$ cat src/source/rx_buffer_pkg.sv
// ----------------------------------------
// Shared sizes and enums for the receive
// buffer. Referenced by scoped name from
// every module and from the testbench
// ----------------------------------------
package rx_buffer_pkg;

  // Buffer geometry
  localparam int BUF_ADDR_W     = 10;
  localparam int WORD_W         = 64;
  localparam int BYTE_ADDR_W    = BUF_ADDR_W + 3;
  localparam int BYTES_PER_WORD = 8;

  // Read size on the access port
  // Byte count is one shifted left by the size
  typedef enum logic [1:0] {
    SIZE_8  = 2'd0,
    SIZE_16 = 2'd1,
    SIZE_32 = 2'd2,
    SIZE_64 = 2'd3
  } access_size_e;

  // Arbiter ownership of the RAM
  typedef enum logic [1:0] {
    ARB_IDLE,
    ARB_LOADER,
    ARB_READER
  } arb_state_e;

  typedef enum logic [1:0] {
    LOAD_IDLE,
    LOAD_COPY,
    LOAD_DONE
  } load_state_e;

  typedef enum logic [2:0] {
    RD_IDLE,
    RD_WAIT_GRANT,
    RD_FIRST,
    RD_SECOND,
    RD_ASSEMBLE
  } read_state_e;

endpackage

$ cat src/source/ram_port_if.sv
// ----------------------------------------
// One client's request path into the
// buffer memory. Clients hold req high as
// long as they need the RAM
// ----------------------------------------
`timescale 1ns/1ps

interface ram_port_if;

  logic                              req;
  logic                              grant;
  logic [rx_buffer_pkg::BUF_ADDR_W-1:0] addr;
  logic                              wr_en;
  logic [rx_buffer_pkg::WORD_W-1:0]  wr_data;
  logic [rx_buffer_pkg::WORD_W-1:0]  rd_data;

  modport client (
    output req, addr, wr_en, wr_data,
    input  grant, rd_data
  );

  modport memory (
    input  req, addr, wr_en, wr_data,
    output grant, rd_data
  );

endinterface

$ cat src/source/access_reader.sv
// ----------------------------------------
// Access port reads of 8 to 64 bits at any
// byte address. Fetches one or two words
// and returns the bytes right-aligned
// ----------------------------------------
`timescale 1ns/1ps

module access_reader (
  input  logic                                  i_clk,
  input  logic                                  i_areset,
  input  logic                                  i_access_port_rd_en,
  input  logic [rx_buffer_pkg::BYTE_ADDR_W-1:0] i_access_port_addr,
  input  rx_buffer_pkg::access_size_e           i_access_port_wordsize,
  output logic                                  o_access_port_wait,
  output logic                                  o_access_port_rd_dv,
  output logic [rx_buffer_pkg::WORD_W-1:0]      o_access_port_rd_data,
  ram_port_if.client                            ram
);

  localparam int W = rx_buffer_pkg::WORD_W;

  rx_buffer_pkg::read_state_e           state;
  logic                                 wait_q;
  logic                                 dv_q;
  logic [W-1:0]                         rd_data_q;

  // Latched request
  logic [rx_buffer_pkg::BUF_ADDR_W-1:0] word_addr_q;
  logic [rx_buffer_pkg::BUF_ADDR_W-1:0] next_addr;
  logic [2:0]                           offset_q;
  rx_buffer_pkg::access_size_e          size_q;

  // Fetched words with the first one as the more significant half
  logic [W-1:0]                         word_hi_q;
  logic [W-1:0]                         word_lo_q;

  logic [3:0]                           byte_count;
  logic [4:0]                           byte_end;
  logic                                 span;
  logic [6:0]                           shift_r;
  logic [2*W-1:0]                       window;
  logic [2*W-1:0]                       shifted_win;
  logic [W-1:0]                         result;

  // ----------------------------------------
  // Span and byte extraction
  // ----------------------------------------
  assign byte_count = 4'd1 << size_q;
  assign byte_end   = {2'b00, offset_q} + {1'b0, byte_count};
  assign span       = byte_end > 5'(rx_buffer_pkg::BYTES_PER_WORD);

  // Top of the buffer wraps back to word 0
  assign next_addr  = word_addr_q + 1'b1;

  // Big-endian window shifted so the offset byte ends up at the top
  assign window      = {word_hi_q, word_lo_q};
  assign shifted_win = window << {offset_q, 3'b000};
  assign shift_r     = 7'(W) - {byte_count, 3'b000};
  assign result      = shifted_win[2*W-1:W] >> shift_r;

  // ----------------------------------------
  // RAM client side for reads only
  // ----------------------------------------
  assign ram.req     = (state == rx_buffer_pkg::RD_WAIT_GRANT) ||
                       (state == rx_buffer_pkg::RD_FIRST && span);
  assign ram.addr    = (state == rx_buffer_pkg::RD_FIRST) ? next_addr : word_addr_q;
  assign ram.wr_en   = 1'b0;
  assign ram.wr_data = '0;

  assign o_access_port_wait    = wait_q;
  assign o_access_port_rd_dv   = dv_q;
  assign o_access_port_rd_data = rd_data_q;

  // ----------------------------------------
  // Read FSM
  // ----------------------------------------
  always_ff @(posedge i_clk or posedge i_areset) begin
    if (i_areset) begin
      state     <= rx_buffer_pkg::RD_IDLE;
      wait_q    <= 1'b0;
      dv_q      <= 1'b0;
      rd_data_q <= '0;
    end else begin
      dv_q <= 1'b0;
      case (state)
        rx_buffer_pkg::RD_IDLE: begin
          if (i_access_port_rd_en) begin
            wait_q <= 1'b1;
            state  <= rx_buffer_pkg::RD_WAIT_GRANT;
          end
        end
        rx_buffer_pkg::RD_WAIT_GRANT: begin
          // First word address goes out on the granted cycle
          if (ram.grant) begin
            state <= rx_buffer_pkg::RD_FIRST;
          end
        end
        rx_buffer_pkg::RD_FIRST: begin
          state <= span ? rx_buffer_pkg::RD_SECOND : rx_buffer_pkg::RD_ASSEMBLE;
        end
        rx_buffer_pkg::RD_SECOND: state <= rx_buffer_pkg::RD_ASSEMBLE;
        rx_buffer_pkg::RD_ASSEMBLE: begin
          rd_data_q <= result;
          dv_q      <= 1'b1;
          wait_q    <= 1'b0;
          state     <= rx_buffer_pkg::RD_IDLE;
        end
        default: state <= rx_buffer_pkg::RD_IDLE;
      endcase
    end
  end

  // Request and word capture
  always_ff @(posedge i_clk) begin
    if (state == rx_buffer_pkg::RD_IDLE && i_access_port_rd_en) begin
      word_addr_q <= i_access_port_addr[rx_buffer_pkg::BYTE_ADDR_W-1:3];
      offset_q    <= i_access_port_addr[2:0];
      size_q      <= i_access_port_wordsize;
    end
    if (state == rx_buffer_pkg::RD_FIRST) begin
      word_hi_q <= ram.rd_data;
    end
    if (state == rx_buffer_pkg::RD_SECOND) begin
      word_lo_q <= ram.rd_data;
    end
  end

endmodule

$ cat src/flat_wrapper.sv
// flat-port wrapper written by rule: the top's interface ports become plain ports
module access_reader_flat 
  (i_clk, i_areset, i_access_port_rd_en, i_access_port_addr, i_access_port_wordsize, o_access_port_wait, o_access_port_rd_dv, o_access_port_rd_data, ram_req, ram_addr, ram_wr_en, ram_wr_data, ram_grant, ram_rd_data);
  ram_port_if ram_i ();
  input  logic i_clk;
  input  logic i_areset;
  input  logic i_access_port_rd_en;
  input  logic [rx_buffer_pkg::BYTE_ADDR_W-1:0] i_access_port_addr;
  input  rx_buffer_pkg::access_size_e i_access_port_wordsize;
  output logic o_access_port_wait;
  output logic o_access_port_rd_dv;
  output logic [rx_buffer_pkg::WORD_W-1:0] o_access_port_rd_data;
  output wire logic [$bits(ram_i.req)-1:0] ram_req;
  output wire logic [$bits(ram_i.addr)-1:0] ram_addr;
  output wire logic [$bits(ram_i.wr_en)-1:0] ram_wr_en;
  output wire logic [$bits(ram_i.wr_data)-1:0] ram_wr_data;
  input wire logic [$bits(ram_i.grant)-1:0] ram_grant;
  input wire logic [$bits(ram_i.rd_data)-1:0] ram_rd_data;
  assign ram_req = ram_i.req;
  assign ram_addr = ram_i.addr;
  assign ram_wr_en = ram_i.wr_en;
  assign ram_wr_data = ram_i.wr_data;
  assign ram_i.grant = ram_grant;
  assign ram_i.rd_data = ram_rd_data;
  access_reader u_core (.i_clk(i_clk), .i_areset(i_areset), .i_access_port_rd_en(i_access_port_rd_en), .i_access_port_addr(i_access_port_addr), .i_access_port_wordsize(i_access_port_wordsize), .o_access_port_wait(o_access_port_wait), .o_access_port_rd_dv(o_access_port_rd_dv), .o_access_port_rd_data(o_access_port_rd_data), .ram(ram_i));
endmodule
$ cat config.mk
export PLATFORM = sky130hd
export DESIGN_NAME = access_reader_flat
export DESIGN_NICKNAME = d
export VERILOG_FILES = /design/src/source/rx_buffer_pkg.sv /design/src/source/ram_port_if.sv /design/src/source/access_reader.sv /design/src/flat_wrapper.sv
export SDC_FILE = /design/constraint.sdc
export NUM_CORES = 1
export LEC_CHECK = 0
export BUFFER_PORTS_ARGS = -buffer_cell sky130_fd_sc_hd__buf_4
export CORE_ASPECT_RATIO = 1.5
export CORE_UTILIZATION = 35
export DETAILED_ROUTE_END_ITERATION = 7
export SYNTH_ARGS = -nofsm -noshare
export SYNTH_HDL_FRONTEND = slang
export SYNTH_SLANG_ARGS = --single-unit
$ cat constraint.sdc
create_clock -name i_clk -period 3.3 [get_ports i_clk]
set_input_delay 0.165 -clock i_clk [delete_from_list [all_inputs] [get_ports i_clk]]
set_output_delay 0.165 -clock i_clk [all_outputs]
set_load 0.01 [all_outputs]
==> results.sh <==
export IMPL_run_status="finished clean"
export IMPL_synth_seq_area_share_pct=52.6
export IMPL_most_common_layout_cells="sky130_fd_sc_hd__buf_4, sky130_fd_sc_hd__edfxtp_1, sky130_fd_sc_hd__mux2i_1"
export IMPL_power_share_sequential_pct=37.5
export IMPL_cts_htree_levels=1
export IMPL_seq_area_sq_um=5780
export IMPL_rows=79
export IMPL_grt_residual_overflow=0
export IMPL_n_antenna_cell=0
export IMPL_setup_viol=0
export IMPL_length_of_the_first_detailed_routing_pass_in_iterations=5
export IMPL_grt_pass1_vias=7441
export IMPL_clockPowerShare_pct=23.2
export IMPL_die_w_um=147
export IMPL_multiInputGateArea_sq_um=4510
export IMPL_critical_path_endpoint_type="output pin"
export IMPL_ys_ff_latch=204
export IMPL_fillCellCount=2831
export IMPL_clk_transition_reported_paths_ps=60
export IMPL_die_area_sq_um=32200
export IMPL_leakage_nw=5.72
export IMPL_final_cycle_utilization_of_the_critical_path_pct=91.8
export IMPL_timing_setup_critical_path_class="reg2out"
export IMPL_achievable_frequency_mhz=330
export IMPL_period_minus_slack_ps=3030
export IMPL_timing_critical_path_arrival_ps=2860
export IMPL_power_mw=11.0
export IMPL_worst_clock_skew_ps=11.9
export IMPL_ant_nets=0
export IMPL_detailedPlacementHpwl_um=21100
export IMPL_setup_total_negative_slack_ps=0
export IMPL_global_route_usage_total_pct=17.5
export IMPL_route_vias_total=7574
export IMPL_worst_ir_drop_vdd_mv=0.358
export IMPL_antenna_found_initial=0
export IMPL_timing_reg2reg_worst_path_depth=6
export IMPL_vias_per_std_cell=5.10
export IMPL_cts_path_max_buffers=3
export IMPL_comb_power_share_pct=39.3
export IMPL_cts_tree="built"
export IMPL_min_delay_path_depth=2
export IMPL_finalHoldViolations=0
export IMPL_route_detailed_wl_per_inst_um=19.3
export IMPL_synth_distinct_cells=65
export IMPL_post_cts_buffers=0
export IMPL_sw_frac_of_total_pct=35.5
export IMPL_power_report_internal_total_mw=7.10
export IMPL_yosys_most_used_dff="sky130_fd_sc_hd__edfxtp_1"
export IMPL_nets=1154
export IMPL_clock_latency_ps=520
export IMPL_tritoncts_num_sinks=204
export IMPL_floorplan_initialDensity_pct=35.5
export IMPL_grt_max_degree=109
export IMPL_max_cap_violations=0
export IMPL_mostFrequentLayoutCell="sky130_fd_sc_hd__buf_4"
export IMPL_die_y_um=219
export IMPL_layout_core_utilization_pct=44.6
export IMPL_critical_path_peak_fanout=5
export IMPL_grt_first_pass_wirelength_um=43700
export IMPL_power_switching_mw=3.91
export IMPL_avgSynthCellArea_sq_um=13.1
export IMPL_synthesis_area_sq_um=11000
export IMPL_setup_worst_path_start_class="flop"
export IMPL_floorplan_core_area_sq_um=30900
export IMPL_flow_area_growth_from_synthesis_pct=25.6
export IMPL_detail_route_drc_violations=0
export IMPL_worstPathRequired_ps=3130
export IMPL_gp_congestion=0.850
export IMPL_cts_root_buffer="sky130_fd_sc_hd__clkbuf_16"
export IMPL_synth_warnings=0
export IMPL_async_flop_share_pct=33.8
export IMPL_io_pins=225
export IMPL_postSynthCellCount=839
export IMPL_power_per_cell_area_nw_per_um2=797
export IMPL_tightest_slew_ps=1010
export IMPL_timing_final_max_slew_violations=0
export IMPL_final_layout_size_suffix_gt1_share_pct=27.0
export IMPL_total_routed_wirelength_um=28700
export IMPL_port_buffer_count=159
export IMPL_holdCritPathClass="in2reg"
export IMPL_tritoncts_num_buffers=22
export IMPL_post_synth_edffs=135
export IMPL_first_iter_violations=459
export IMPL_max_slew_margin_pct=33.0
export IMPL_grt_setup_unrepaired="false"
[layout make-up]
| class | count | share of cell area [%] |
|---|---|---|
| timing repair buffer | 260 | 16.0 |
| multi-input combinational | 562 | 32.7 |
| clock buffer | 25 | 4.22 |
| inverter | 16 | 0.435 |
| tap | 405 | 3.67 |
| sequential | 204 | 41.8 |
| clock inverter | 14 | 1.16 |
[state kept, by name, summed over array words and instances (netlist names)]
name / count
u_core.o_access_port_wait: 1
u_core.word_addr_q: 10
u_core.word_lo_q: 56
u_core.state: 3
u_core.word_hi_q: 64
u_core.o_access_port_rd_dv: 1
u_core.offset_q: 3
u_core.size_q: 2
u_core.o_access_port_rd_data: 64
[synthesized netlist by cell type, types with 20 or more instances]
cell / count / share of area, %
sky130_fd_sc_hd__mux4_2: 32 / 6.6
sky130_fd_sc_hd__nor2_1: 37 / 1.3
sky130_fd_sc_hd__dfrtp_1: 69 / 16
sky130_fd_sc_hd__o21ai_0: 33 / 1.5
sky130_fd_sc_hd__buf_4: 75 / 5.1
sky130_fd_sc_hd__edfxtp_1: 135 / 37
sky130_fd_sc_hd__o22ai_1: 25 / 1.4
sky130_fd_sc_hd__mux2_2: 35 / 3.6
sky130_fd_sc_hd__buf_2: 20 / 0.91
sky130_fd_sc_hd__mux2i_1: 107 / 9.7
sky130_fd_sc_hd__a22oi_1: 22 / 1.5
sky130_fd_sc_hd__nand2_1: 52 / 1.8
[logic make-up (layout without fill, tap and decap cells)]
| kind of cell | count (synthesis) | after routing | share of synthesized area [%] |
|---|---|---|---|
| other cells | 1 | 65 | 0.0341 |
| fa+ha+maj | 5 | 5 | 0.637 |
| simple gates | 128 | 128 | 5.38 |
| buf+inv | 137 | 315 | 8.70 |
| xor+xnor | 10 | 10 | 0.796 |
| compound gates | 177 | 177 | 11.3 |
| mux | 177 | 177 | 20.6 |
| flops | 204 | 204 | 52.6 |
[power by group through the flow]
| stage | Sequential (mW) | Clock, mW | Combinational [mW] |
|---|---|---|---|
| 2_1_floorplan | 4.13 | 0 | 2.76 |
| 3_3_place_gp | 4.18 | 0 | 4.20 |
| 3_5_place_dp | 4.18 | 0 | 4.24 |
| 4_1_cts | 4.14 | 2.61 | 4.34 |
| 5_1_grt | 4.21 | 2.69 | 4.70 |
| 6_report | 4.13 | 2.56 | 4.32 |
[worst paths after layout]
path	from	to	slack (ps)
min reg2reg	u_core.o_access_port_wait	u_core.o_access_port_wait	480
max in group asynchronous	i_areset	u_core.o_access_port_rd_data[33]	1920
min in group asynchronous	i_areset	u_core.o_access_port_rd_data[35]	450
max	u_core.size_q[1]	ram_req	270
max reg2reg	u_core.offset_q[1]	u_core.o_access_port_rd_data[13]	880
min	ram_rd_data[6]	u_core.word_hi_q[6]	360
[routing by layer]
metal	up-vias	GRT usage (%)	wire length, um
li1	3534	-	-
met1	3711	23.4	12400
met2	278	29.0	13900
met3	51	2.10	1410
met4	0	7.01	973
met5	-	0	0
[worst max-delay path: stages, from the launching register on]
cell and delay, ps:
sky130_fd_sc_hd__edfxtp_1 430, sky130_fd_sc_hd__nor2_1 220, sky130_fd_sc_hd__ha_1 210, sky130_fd_sc_hd__inv_1 60
sky130_fd_sc_hd__fa_1 400, sky130_fd_sc_hd__xnor2_1 150, sky130_fd_sc_hd__nor3b_2 190, sky130_fd_sc_hd__a211oi_1 80
sky130_fd_sc_hd__o311ai_1 340, sky130_fd_sc_hd__a21oi_1 120, sky130_fd_sc_hd__buf_4 150
[what timing repair did]
item | in CTS | in global routing
endpoints found under the setup margin | 0 | 1
hold buffers | 83 | 0
hold endpoints to repair | 182 | 0
gates resized for setup | 0 | 2
[stage by stage]
step	worst slack, ps	cells	hold slack [ps]	instance area, sq um
final	271	1486	364	13800
after global routing	58.6	1486	363	13800
after CTS	95.5	1486	343	13800
after detailed placement	662	1364	345	12200
after global placement	733	1364	343	12200
after floorplan	295	903	264	11200
Power figures use the tool's default switching activity.
