File: src/source/rx_buffer_pkg.sv
// ----------------------------------------
// Shared sizes and enums for the receive
// buffer. Referenced by scoped name from
// every module and from the testbench
// ----------------------------------------
package rx_buffer_pkg;

  // Buffer geometry
  localparam int BUF_ADDR_W     = 10;
  localparam int WORD_W         = 64;
  localparam int BYTE_ADDR_W    = BUF_ADDR_W + 3;
  localparam int BYTES_PER_WORD = 8;

  // Read size on the access port
  // Byte count is one shifted left by the size
  typedef enum logic [1:0] {
    SIZE_8  = 2'd0,
    SIZE_16 = 2'd1,
    SIZE_32 = 2'd2,
    SIZE_64 = 2'd3
  } access_size_e;

  // Arbiter ownership of the RAM
  typedef enum logic [1:0] {
    ARB_IDLE,
    ARB_LOADER,
    ARB_READER
  } arb_state_e;

  typedef enum logic [1:0] {
    LOAD_IDLE,
    LOAD_COPY,
    LOAD_DONE
  } load_state_e;

  typedef enum logic [2:0] {
    RD_IDLE,
    RD_WAIT_GRANT,
    RD_FIRST,
    RD_SECOND,
    RD_ASSEMBLE
  } read_state_e;

endpackage

File: src/source/ram_port_if.sv
// ----------------------------------------
// One client's request path into the
// buffer memory. Clients hold req high as
// long as they need the RAM
// ----------------------------------------
`timescale 1ns/1ps

interface ram_port_if;

  logic                              req;
  logic                              grant;
  logic [rx_buffer_pkg::BUF_ADDR_W-1:0] addr;
  logic                              wr_en;
  logic [rx_buffer_pkg::WORD_W-1:0]  wr_data;
  logic [rx_buffer_pkg::WORD_W-1:0]  rd_data;

  modport client (
    output req, addr, wr_en, wr_data,
    input  grant, rd_data
  );

  modport memory (
    input  req, addr, wr_en, wr_data,
    output grant, rd_data
  );

endinterface

File: src/source/packet_loader.sv
// ----------------------------------------
// Copies one packet from the dispatch FIFO
// into the buffer from word 0 upwards and
// pulses packet-read when the FIFO drains
// ----------------------------------------
`timescale 1ns/1ps

module packet_loader (
  input  logic                             i_clk,
  input  logic                             i_areset,
  input  logic                             i_parser_busy,
  input  logic                             i_dispatch_packet_available,
  input  logic                             i_dispatch_fifo_empty,
  input  logic [rx_buffer_pkg::WORD_W-1:0] i_dispatch_fifo_rd_data,
  output logic                             o_dispatch_fifo_rd_en,
  output logic                             o_dispatch_packet_read,
  ram_port_if.client                       ram
);

  rx_buffer_pkg::load_state_e           state;
  logic [rx_buffer_pkg::BUF_ADDR_W-1:0] wr_addr;
  logic                                 packet_read;
  logic                                 start_ok;
  logic                                 copy_word;

  // A packet can only start when the parser is free
  assign start_ok = i_dispatch_packet_available && !i_dispatch_fifo_empty &&
                    !i_parser_busy;

  // Head word moves whenever we own the RAM and the FIFO has data
  assign copy_word = (state == rx_buffer_pkg::LOAD_COPY) && ram.grant &&
                     !i_dispatch_fifo_empty;

  // ----------------------------------------
  // RAM client side
  // ----------------------------------------
  assign ram.req     = (state == rx_buffer_pkg::LOAD_COPY);
  assign ram.addr    = wr_addr;
  assign ram.wr_en   = copy_word;
  assign ram.wr_data = i_dispatch_fifo_rd_data;

  // The FIFO is FWFT so the pop lands in the same cycle as the write
  assign o_dispatch_fifo_rd_en  = copy_word;
  assign o_dispatch_packet_read = packet_read;

  // ----------------------------------------
  // Load FSM
  // ----------------------------------------
  always_ff @(posedge i_clk or posedge i_areset) begin
    if (i_areset) begin
      state       <= rx_buffer_pkg::LOAD_IDLE;
      wr_addr     <= '0;
      packet_read <= 1'b0;
    end else begin
      packet_read <= 1'b0;
      case (state)
        rx_buffer_pkg::LOAD_IDLE: begin
          wr_addr <= '0;
          if (start_ok) begin
            state <= rx_buffer_pkg::LOAD_COPY;
          end
        end
        rx_buffer_pkg::LOAD_COPY: begin
          if (copy_word) begin
            wr_addr <= wr_addr + 1'b1;
          end else if (ram.grant) begin
            // FIFO ran dry while granted so the packet is complete
            state       <= rx_buffer_pkg::LOAD_DONE;
            packet_read <= 1'b1;
          end
        end
        rx_buffer_pkg::LOAD_DONE: begin
          // Wait for the dispatcher to retire the packet
          if (!i_dispatch_packet_available) begin
            state <= rx_buffer_pkg::LOAD_IDLE;
          end
        end
        default: state <= rx_buffer_pkg::LOAD_IDLE;
      endcase
    end
  end

endmodule

File: src/flat_wrapper.sv
// flat-port wrapper written by rule: the top's interface ports become plain ports
module packet_loader_flat 
  (i_clk, i_areset, i_parser_busy, i_dispatch_packet_available, i_dispatch_fifo_empty, i_dispatch_fifo_rd_data, o_dispatch_fifo_rd_en, o_dispatch_packet_read, ram_req, ram_addr, ram_wr_en, ram_wr_data, ram_grant, ram_rd_data);
  ram_port_if ram_i ();
  input  logic i_clk;
  input  logic i_areset;
  input  logic i_parser_busy;
  input  logic i_dispatch_packet_available;
  input  logic i_dispatch_fifo_empty;
  input  logic [rx_buffer_pkg::WORD_W-1:0] i_dispatch_fifo_rd_data;
  output logic o_dispatch_fifo_rd_en;
  output logic o_dispatch_packet_read;
  output wire logic [$bits(ram_i.req)-1:0] ram_req;
  output wire logic [$bits(ram_i.addr)-1:0] ram_addr;
  output wire logic [$bits(ram_i.wr_en)-1:0] ram_wr_en;
  output wire logic [$bits(ram_i.wr_data)-1:0] ram_wr_data;
  input wire logic [$bits(ram_i.grant)-1:0] ram_grant;
  input wire logic [$bits(ram_i.rd_data)-1:0] ram_rd_data;
  assign ram_req = ram_i.req;
  assign ram_addr = ram_i.addr;
  assign ram_wr_en = ram_i.wr_en;
  assign ram_wr_data = ram_i.wr_data;
  assign ram_i.grant = ram_grant;
  assign ram_i.rd_data = ram_rd_data;
  packet_loader u_core (.i_clk(i_clk), .i_areset(i_areset), .i_parser_busy(i_parser_busy), .i_dispatch_packet_available(i_dispatch_packet_available), .i_dispatch_fifo_empty(i_dispatch_fifo_empty), .i_dispatch_fifo_rd_data(i_dispatch_fifo_rd_data), .o_dispatch_fifo_rd_en(o_dispatch_fifo_rd_en), .o_dispatch_packet_read(o_dispatch_packet_read), .ram(ram_i));
endmodule
File: config.mk
export PLATFORM = sky130hd
export DESIGN_NAME = packet_loader_flat
export DESIGN_NICKNAME = d
export VERILOG_FILES = /design/src/source/rx_buffer_pkg.sv /design/src/source/ram_port_if.sv /design/src/source/packet_loader.sv /design/src/flat_wrapper.sv
export SDC_FILE = /design/constraint.sdc
export NUM_CORES = 1
export LEC_CHECK = 0
export ABC_AREA = 1
export ABC_CLOCK_PERIOD_IN_PS = 1510
export BUFFER_PORTS_ARGS = -buffer_cell sky130_fd_sc_hd__buf_2
export CAP_MARGIN = 20
export CORE_AREA = 3 3 80 82
export CTS_CLUSTER_SIZE = 20
export DETAILED_ROUTE_END_ITERATION = 7
export DIE_AREA = 0 0 83 85
export PLACE_DENSITY_LB_ADDON = 0.05
export REMOVE_ABC_BUFFERS = 1
export SETUP_SLACK_MARGIN = 0.5
export SYNTH_ARGS = -nofsm -noshare
export SYNTH_HDL_FRONTEND = slang
export SYNTH_SLANG_ARGS = --single-unit
export TNS_END_PERCENT = 1
File: constraint.sdc
create_clock -name i_clk -period 1.51 [get_ports i_clk]
set_input_delay 0.2265 -clock i_clk [delete_from_list [all_inputs] [get_ports i_clk]]
set_output_delay 0.2265 -clock i_clk [all_outputs]
set_load 0.01 [all_outputs]
==> impl_metrics.json, run 1 <==
{
  "cp_cell_sequence": "nor2_4 > nand2_4 > inv_4 > buf_6",
  "endpoint_kind": "output port",
  "wl_per_cell_um": 49.6,
  "grt_max_degree": 14,
  "synth_area_sq_um": 1220,
  "min_to": "u_core.state[0]",
  "crit_type": "reg2out",
  "holdPathStages": 2,
  "peakVddDrop_mv": 0.368,
  "ys_types": 19,
  "multi_input_area_sq_um": 387,
  "ant_nets": 0,
  "grtUsageTotal_pct": 28.5,
  "nFillCells": 708,
  "max_stage_delay_ns": 0.42,
  "tightest_slew_ns": 0.271,
  "reg2reg_from": "u_core.ram.addr[0]",
  "drive_gt1_share_pct": 38.1,
  "avgSynthCellArea_sq_um": 7.59,
  "worst-path-stages": 4,
  "portBuffers": 19,
  "cts_buffers": 3,
  "clock_sinks": 13,
  "min-delay-start": "i_parser_busy",
  "die_area_sq_um": 7060,
  "cts_tree": "yes",
  "fmax_ghz": 0.776,
  "setup_slack_ns": 0.222,
  "p_leak_nw": 0.551,
  "fin_crit_ns": 1.29,
  "path_delay_family": "flip-flops",
  "critPathLaunchType": "flip-flop",
  "core-area_sq_um": 5820,
  "rsz0062_at_grt": "true",
  "ys.warnings.count": 0,
  "grt_overflow_total": 0,
  "cts_max_path_buffers": 2,
  "start_util_pct": 21.0,
  "rrSetupSlack_ns": 0.25,
  "n_antenna_cell": 0,
  "clk_pin_slew_ns": 0.07,
  "cp.arrival_ns": 1.06,
  "status": "complete, no violations",
  "ys_ff_latch": 13,
  "maxCapViolCount": 0,
  "finish.net_count": 270,
  "worst-path-max-fanout": 3,
  "drtPass1Iterations": 4,
  "viasPerCell": 4.70,
  "syn_inst": 161,
  "core.rowCount": 28,
  "die_width_um": 83,
  "tns_ns": 0,
  "insertion_delay_ns": 0.25,
  "grt_pass1_wl_mm": 12.4,
  "cp_slowest_cell": "dfrtp_1",
  "grt_pass1_vias": 892,
  "slew_headroom_pct": 81.8,
  "area.growth.synth_to_final_pct": -6.86,
  "seq_area_sq_um": 328,
  "min-delay-path-class": "in2reg",
  "skew_ns": 0.00336,
  "required_ns": 1.28,
  "critPathBufInv": 2,
  "period_share_pct": 85.3,
  "antenna_found_initial": 0,
  "drtIter0Drc": 81,
  "die_h_um": 85,
  "num_vias": 983,
  "power.density_nw_per_um2": 949,
  "drc_errors": 0,
  "h-tree-depth": 1,
  "drt_wl_total_mm": 10.4,
  "timing.rr.end": "u_core.ram.addr[8]",
  "seq_area_frac_synth_pct": 26.6,
  "pin_count": 212,
  "pre_cts_slack_ns": 0.243,
  "ctsRootBufferMaster": "clkbuf_8",
  "setup_violations": 0,
  "dp_hpwl_mm": 9.44,
  "finalHoldViolations": 0,
  "drv_slew": 0,
  "place_congestion": 1.15,
  "reg2reg_depth": 8
}
cell usage after synthesis:
master	n	area, sq um
a31o_2	1	8.76
nand4_1	5	31.3
nor3_1	2	10.0
buf_4	65	488
a22o_1	1	8.76
inv_2	2	7.51
buf_6	1	11.3
nand2_4	3	33.8
inv_1	13	48.8
o21ai_0	5	25.0
ha_1	1	12.5
nand2_1	24	90.1
o31ai_1	1	7.51
a21oi_1	3	15.0
nor2_4	1	11.3
nand3_1	8	40.0
nor2_1	11	41.3
nor2_2	1	6.26
dfrtp_1	13	325
kinds of logic after synthesis:
kind of cell    Yosys count  share of synthesized area (%)
compound gates           11                           5.32
fa+ha+maj                 1                           1.02
buf+inv                  81                           45.4
flops                    13                           26.6
simple gates             55                           21.6
metrics by stage:
step | utilization [%] | power, mW | std cells | cell area, sq um | hold WS [ns]
floorplan | - | 0.511 | 95 | 723 | 0.103
global placement | 16.1 | 0.603 | 192 | 935 | 0.249
detailed placement | 16.1 | 0.601 | 192 | 935 | 0.256
CTS | 18.3 | 1.02 | 203 | 1060 | 0.154
global route | 19.6 | 1.13 | 209 | 1140 | 0.157
finish | 19.6 | 1.08 | 209 | 1140 | 0.160
worst reg2reg max path: stages (launching register included):
cell,delay (ns)
dfrtp_1,0.45
ha_4,0.18
nand2_1,0.11
inv_1,0.10
nand3_1,0.08
nand2_1,0.06
nand2_1,0.05
nand3_1,0.07
nand2_1,0.05
cell usage in the layout, fill, tap and decap left out, drive strengths merged:
cell,netlist,layout
o31ai,1,1
ha,1,1
nor2,13,13
nand3,8,8
dfrtp,13,13
clkbuf,0,4
dlygate4sd3,0,1
a31o,1,1
a21oi,3,3
buf,66,33
nand4,5,5
a22o,1,1
nand2,27,28
nor3,2,2
o21ai,5,5
inv,15,15
final cells by class:
type,instances,share of cell area (%)
multi-input combinational,68,34.0
sequential,13,28.8
timing repair buffer,34,19.9
tap,75,8.24
inverter,15,5.16
clock buffer,4,3.96
how the worst max path moves through the flow:
stage,start,endpoint,slack [ns]
floorplan,u_core.ram.addr[1],u_core.ram.addr[6],0.32
global placement,u_core.ram.addr[1],u_core.ram.addr[6],0.23
detailed placement,u_core.ram.addr[1],u_core.ram.addr[6],0.24
CTS,u_core.state[1],o_dispatch_fifo_rd_en,0.22
global route,u_core.state[1],u_core.ram.addr[9],0.17
finish,u_core.state[1],o_dispatch_fifo_rd_en,0.22
per-layer routing:
metal / vias to the layer above / share of wire (%) / track usage (%)
met4: 4 / 2.9 / 5.20
met1: 423 / 14 / 10.3
met3: 10 / 22 / 33.4
met2: 158 / 60 / 60.6
li1: 388 / - / -
met5: - / 1.2 / 11.9
flip-flops by register name (all words and copies together), names as in the netlist:
| name | flops |
|---|---|
| u_core.o_dispatch_packet_read | 1 |
| u_core.ram.addr | 10 |
| u_core.state | 2 |
power breakdown:
part	leakage (nW)	switching [mW]	internal, mW	total [mW]
clock network	0.0228	0.162	0.187	0.349
logic	0.352	0.200	0.156	0.356
registers	0.176	0.0129	0.362	0.375
total	0.551	0.375	0.706	1.08
what timing repair did:
item                       CTS  global route
buffers inserted             6             5
hold endpoints to repair    13             0
cloned                       0             1
setup endpoints to repair   23            25
gates resized for setup      6             7
hold buffers                 1             0
pin swaps                    1             2
(Power assumes the default switching activity.)
==> run 2: changes to the inputs <==
--- a/config.mk
+++ b/config.mk
@@ -6,13 +6,13 @@
 export NUM_CORES = 1
 export LEC_CHECK = 0
 export ABC_AREA = 1
-export ABC_CLOCK_PERIOD_IN_PS = 1510
+export ABC_CLOCK_PERIOD_IN_PS = 1600
 export BUFFER_PORTS_ARGS = -buffer_cell sky130_fd_sc_hd__buf_2
 export CAP_MARGIN = 20
-export CORE_AREA = 3 3 80 82
+export CORE_AREA = 3 3 82 84
 export CTS_CLUSTER_SIZE = 20
 export DETAILED_ROUTE_END_ITERATION = 7
-export DIE_AREA = 0 0 83 85
+export DIE_AREA = 0 0 85 87
 export PLACE_DENSITY_LB_ADDON = 0.05
 export REMOVE_ABC_BUFFERS = 1
 export SETUP_SLACK_MARGIN = 0.5
==> constraint.sdc (replaced) <==
create_clock -name i_clk -period 1.6 [get_ports i_clk]
set_input_delay 0.24 -clock i_clk [delete_from_list [all_inputs] [get_ports i_clk]]
set_output_delay 0.24 -clock i_clk [all_outputs]
set_load 0.01 [all_outputs]
==> impl_metrics.json, run 2 (synthesis results as in run 1) <==
{
  "drc_errors": 0,
  "largest_reg_flops": 10,
  "place_congestion": 1.06,
  "worst-path-max-fanout": 3,
  "final_cell_mix": "nand2_1, buf_2, inv_1",
  "n_antenna_cell": 0,
  "ctsRootBufferMaster": "clkbuf_8",
  "power.density_nw_per_um2": 882,
  "maxCapViolCount": 0,
  "ant_nets": 0,
  "grtUsageTotal_pct": 27.5,
  "core-area_sq_um": 5990,
  "wl_per_cell_um": 51.6,
  "peakVddDrop_mv": 0.425,
  "endpoint_kind": "output port",
  "fin_crit_ns": 1.33,
  "skew_ns": 0.00300,
  "pin_count": 212,
  "grt_pass1_wl_mm": 12.2,
  "h-tree-depth": 1,
  "critPathLaunchType": "flip-flop",
  "cts_max_path_buffers": 2,
  "die_width_um": 85,
  "cts_tree": "yes",
  "cts_buffers": 3,
  "dp_hpwl_mm": 9.59,
  "drt_wl_total_mm": 10.3,
  "die_h_um": 87,
  "min-delay-path-class": "in2async",
  "status": "complete, no violations",
  "grt_pass1_vias": 834,
  "portBuffers": 19,
  "fmax_ghz": 0.752,
  "start_util_pct": 20.4,
  "core.rowCount": 28,
  "layout_commonest_cell": "nand2_1",
  "drive_gt1_share_pct": 35.2,
  "slew_headroom_pct": 56.2,
  "tns_ns": 0,
  "num_vias": 921,
  "grt_overflow_total": 0,
  "finalHoldViolations": 0,
  "antenna_found_initial": 0,
  "setup_violations": 0,
  "insertion_delay_ns": 0.25,
  "tightest_slew_ns": 0.657,
  "area.growth.synth_to_final_pct": -12.6,
  "ctsHoldBuffers": 0,
  "drtIter0Drc": 74,
  "crit_type": "reg2out",
  "cp.arrival_ns": 1.09,
  "clk_pin_slew_ns": 0.07,
  "grt_max_degree": 14,
  "seq_area_sq_um": 328,
  "finish.net_count": 261,
  "drv_slew": 0,
  "required_ns": 1.36,
  "viasPerCell": 4.61,
  "rsz0062_at_grt": "true",
  "clock_sinks": 13,
  "drtPass1Iterations": 4,
  "multi_input_area_sq_um": 378,
  "totalPowerFinal_mw": 0.943,
  "nFillCells": 690,
  "period_share_pct": 83.1,
  "die_area_sq_um": 7400,
  "p_leak_nw": 0.501
}
[run 2: metal layers]
layer	global-route usage, %	up-vias	wire length, um	part of all wire (%)
li1	-	369	-	-
met1	9.02	377	1210	12
met2	57.4	159	6150	60
met3	34.6	14	2490	24
met4	6.91	2	420	4.1
met5	5.59	-	57	0.55
[run 2: worst max-delay path: stages, from the launching register on]
cell	delay [ns]
dfrtp_1	0.37
inv_2	0.08
nor2_4	0.05
nand2_4	0.06
clkinvlp_4	0.13
buf_6	0.14
[run 2: layout make-up]
cell class | instances | area share [%]
inverters | 15 | 5.62
multi-input cells | 67 | 35.4
repair buffers | 26 | 15.3
flip-flops and latches | 13 | 30.7
well taps | 75 | 8.78
clock buffers | 4 | 4.22
[run 2: final timing paths]
| kind | start | to | slack [ns] | cells past startpoint |
|---|---|---|---|---|
| min in group i_clk | i_parser_busy | u_core.state[0] | 0.19 | 2 |
| max in group asynchronous | i_areset | u_core.ram.addr[0] | 1.07 | 2 |
| hold / removal | i_areset | u_core.ram.addr[4] | 0.07 | 2 |
| setup / recovery | u_core.state[0] | o_dispatch_fifo_rd_en | 0.27 | 5 |
| hold reg to reg | u_core.ram.addr[9] | u_core.ram.addr[9] | 0.55 | 2 |
| setup reg to reg | u_core.ram.addr[1] | u_core.ram.addr[8] | 0.36 | 8 |
[run 2: report_power, final]
part	leakage (nW)	internal [mW]	total, mW	switching (mW)
registers	0.177	0.342	0.355	0.0121
logic	0.302	0.102	0.263	0.161
clock network	0.0228	0.177	0.325	0.149
[run 2: what timing repair did]
item	CTS	global route
setup endpoints to repair	16	22
gates resized for setup	5	8
buffers inserted	4	2
pin swaps	1	1
[run 2: through the flow]
step	util (%)	hold WS [ns]	setup slack [ns]	area, sq um	instances
final	17.8	0.0670	0.271	1070	200
after global routing	17.8	0.107	0.232	1070	200
after CTS	17.0	0.0861	0.259	1020	198
after detailed placement	15.4	0.364	0.254	920	190
after global placement	15.4	0.364	0.247	920	190
after floorplan	-	0.117	0.408	723	95
==> run 3: changes to the inputs <==
--- a/config.mk
+++ b/config.mk
@@ -6,13 +6,13 @@
 export NUM_CORES = 1
 export LEC_CHECK = 0
 export ABC_AREA = 1
-export ABC_CLOCK_PERIOD_IN_PS = 1600
+export ABC_CLOCK_PERIOD_IN_PS = 1100
 export BUFFER_PORTS_ARGS = -buffer_cell sky130_fd_sc_hd__buf_2
 export CAP_MARGIN = 20
-export CORE_AREA = 3 3 82 84
+export CORE_AREA = 3 3 81 83
 export CTS_CLUSTER_SIZE = 20
 export DETAILED_ROUTE_END_ITERATION = 7
-export DIE_AREA = 0 0 85 87
+export DIE_AREA = 0 0 84 86
 export PLACE_DENSITY_LB_ADDON = 0.05
 export REMOVE_ABC_BUFFERS = 1
 export SETUP_SLACK_MARGIN = 0.5
==> constraint.sdc (replaced) <==
create_clock -name i_clk -period 1.1 [get_ports i_clk]
set_input_delay 0.165 -clock i_clk [delete_from_list [all_inputs] [get_ports i_clk]]
set_output_delay 0.165 -clock i_clk [all_outputs]
set_load 0.01 [all_outputs]
==> impl_metrics.json, run 3 (synthesis results as in run 1) <==
{
  "dp_hpwl_mm": 9.57,
  "antenna_found_initial": 0,
  "required_ns": 0.94,
  "cts_buffers": 3,
  "insertion_delay_ns": 0.25,
  "nFillCells": 667,
  "cts_max_path_buffers": 2,
  "clk_pin_slew_ns": 0.07,
  "cts_tree": "yes",
  "n_antenna_cell": 0,
  "cp_slowest_cell": "dfrtp_1",
  "peakVddDrop_mv": 0.414,
  "endpoint_kind": "output port",
  "grt_pass1_wl_mm": 12.5,
  "path_delay_family": "flip-flops",
  "grt_max_degree": 14,
  "fin_crit_ns": 1.25,
  "drc_errors": 0,
  "setup_slack_ns": -0.153,
  "critPathBufInv": 2,
  "cp.arrival_ns": 1.09,
  "worstSetupStartpoint": "u_core.state[1]",
  "die_width_um": 84,
  "critPathLaunchType": "flip-flop",
  "finalHoldViolations": 13,
  "layout_commonest_cell": "nand2_1",
  "fin_hold_ws_ns": -0.0924,
  "crit_type": "reg2out",
  "totalPowerFinal_mw": 1.48,
  "rsz0062_at_grt": "true",
  "area.growth.synth_to_final_pct": 5.83,
  "core.rowCount": 28,
  "setup_violations": 14,
  "worst-path-max-fanout": 3,
  "pin_count": 212,
  "core-area_sq_um": 5920,
  "reg2reg_depth": 8,
  "reg2reg_from": "u_core.state[1]",
  "violations": "hold timing, setup timing",
  "drv_slew": 0,
  "pre_cts_slack_ns": -0.161,
  "die_h_um": 86,
  "min-delay-path-class": "in2async",
  "wl_per_cell_um": 48.4,
  "die_area_sq_um": 7220,
  "h-tree-depth": 1,
  "grtUsageTotal_pct": 28.3,
  "ctsRootBufferMaster": "clkbuf_8",
  "finish.net_count": 276,
  "viasPerCell": 4.57,
  "grt_pass1_vias": 913,
  "maxCapViolCount": 0,
  "drive_gt1_share_pct": 46.4,
  "worst-path-stages": 4,
  "tightest_slew_ns": 0.279,
  "period_share_pct": 114,
  "cp_cell_sequence": "nor2_4 > nand2_4 > inv_4 > buf_6",
  "drtPass1Iterations": 4,
  "drt_wl_total_mm": 10.4,
  "grt_overflow_total": 0,
  "final_cell_mix": "nand2_1, buf_6, buf_4",
  "place_congestion": 1.10,
  "slew_headroom_pct": 81.4,
  "fmax_ghz": 0.798,
  "max_stage_delay_ns": 0.42,
  "p_leak_nw": 0.604,
  "skew_ns": 0.00509,
  "clock_sinks": 13,
  "status": "finished with violations",
  "start_util_pct": 20.6,
  "num_vias": 982,
  "portBuffers": 19,
  "drtIter0Drc": 58,
  "largest_reg_flops": 10,
  "power.density_nw_per_um2": 1140,
  "ant_nets": 0
}
==> run 3: final cells by class <==
class	count	area, sq um	area share (%)
timing repair buffer	41	369	28.5
sequential	13	329	25.4
clock buffer	4	45.0	3.48
inverter	15	58.8	4.55
multi-input combinational	67	398	30.8
tap	75	93.8	7.25
==> run 3: worst paths after layout <==
check / end / slack (ns)
max in group asynchronous: u_core.ram.addr[5] / 0.98
worst min register to register: u_core.ram.addr[9] / 0.55
min in group i_clk: u_core.state[0] / 0.10
worst max-delay path: o_dispatch_fifo_rd_en / -0.15
worst max register to register: u_core.ram.addr[9] / -0.10
worst min-delay path: u_core.ram.addr[2] / -0.09
==> run 3: metal layers <==
| metal | vias to the layer above | global-route usage (%) | part of all wire (%) |
|---|---|---|---|
| met5 | - | 6.29 | 0.66 |
| met4 | 2 | 5.99 | 2.0 |
| met3 | 10 | 33.6 | 22 |
| met2 | 155 | 59.4 | 61 |
| met1 | 416 | 10.8 | 14 |
| li1 | 399 | - | - |
==> run 3: worst reg2reg max path, delay by kind of cell (launching register included) <==
kind,cells,cell delay [ns]
buffers and inverters,3,0.28
DFF,1,0.42
and+or+nand+nor,5,0.45
==> run 3: report_power, final <==
group,switching (mW),internal [mW]
Clock,0.213,0.257
Sequential,0.0186,0.498
Combinational,0.267,0.221
Total,0.499,0.976
==> run 3: metrics by stage <==
| step | hold WS, ns | cell area [sq um] | setup TNS, ns | util, % | cells |
|---|---|---|---|---|---|
| final | -0.0924 | 1290 | -0.890 | 21.9 | 215 |
| after floorplan | 0.0420 | 723 | -0.273 | - | 95 |
| after CTS | -0.0860 | 1210 | -1.13 | 20.5 | 213 |
| after detailed placement | 0.185 | 1040 | -0.584 | 17.6 | 205 |
| after global placement | 0.187 | 1040 | -0.588 | 17.6 | 205 |
| after global routing | -0.0729 | 1290 | -1.89 | 21.9 | 215 |
==> run 3: repair_timing <==
action                                  CTS  global route
cloned                                    0             0
gates resized for setup                  21            17
hold endpoints to repair                 13            13
buffers inserted                          4             2
pin swaps                                 2             2
endpoints found under the setup margin   27            27
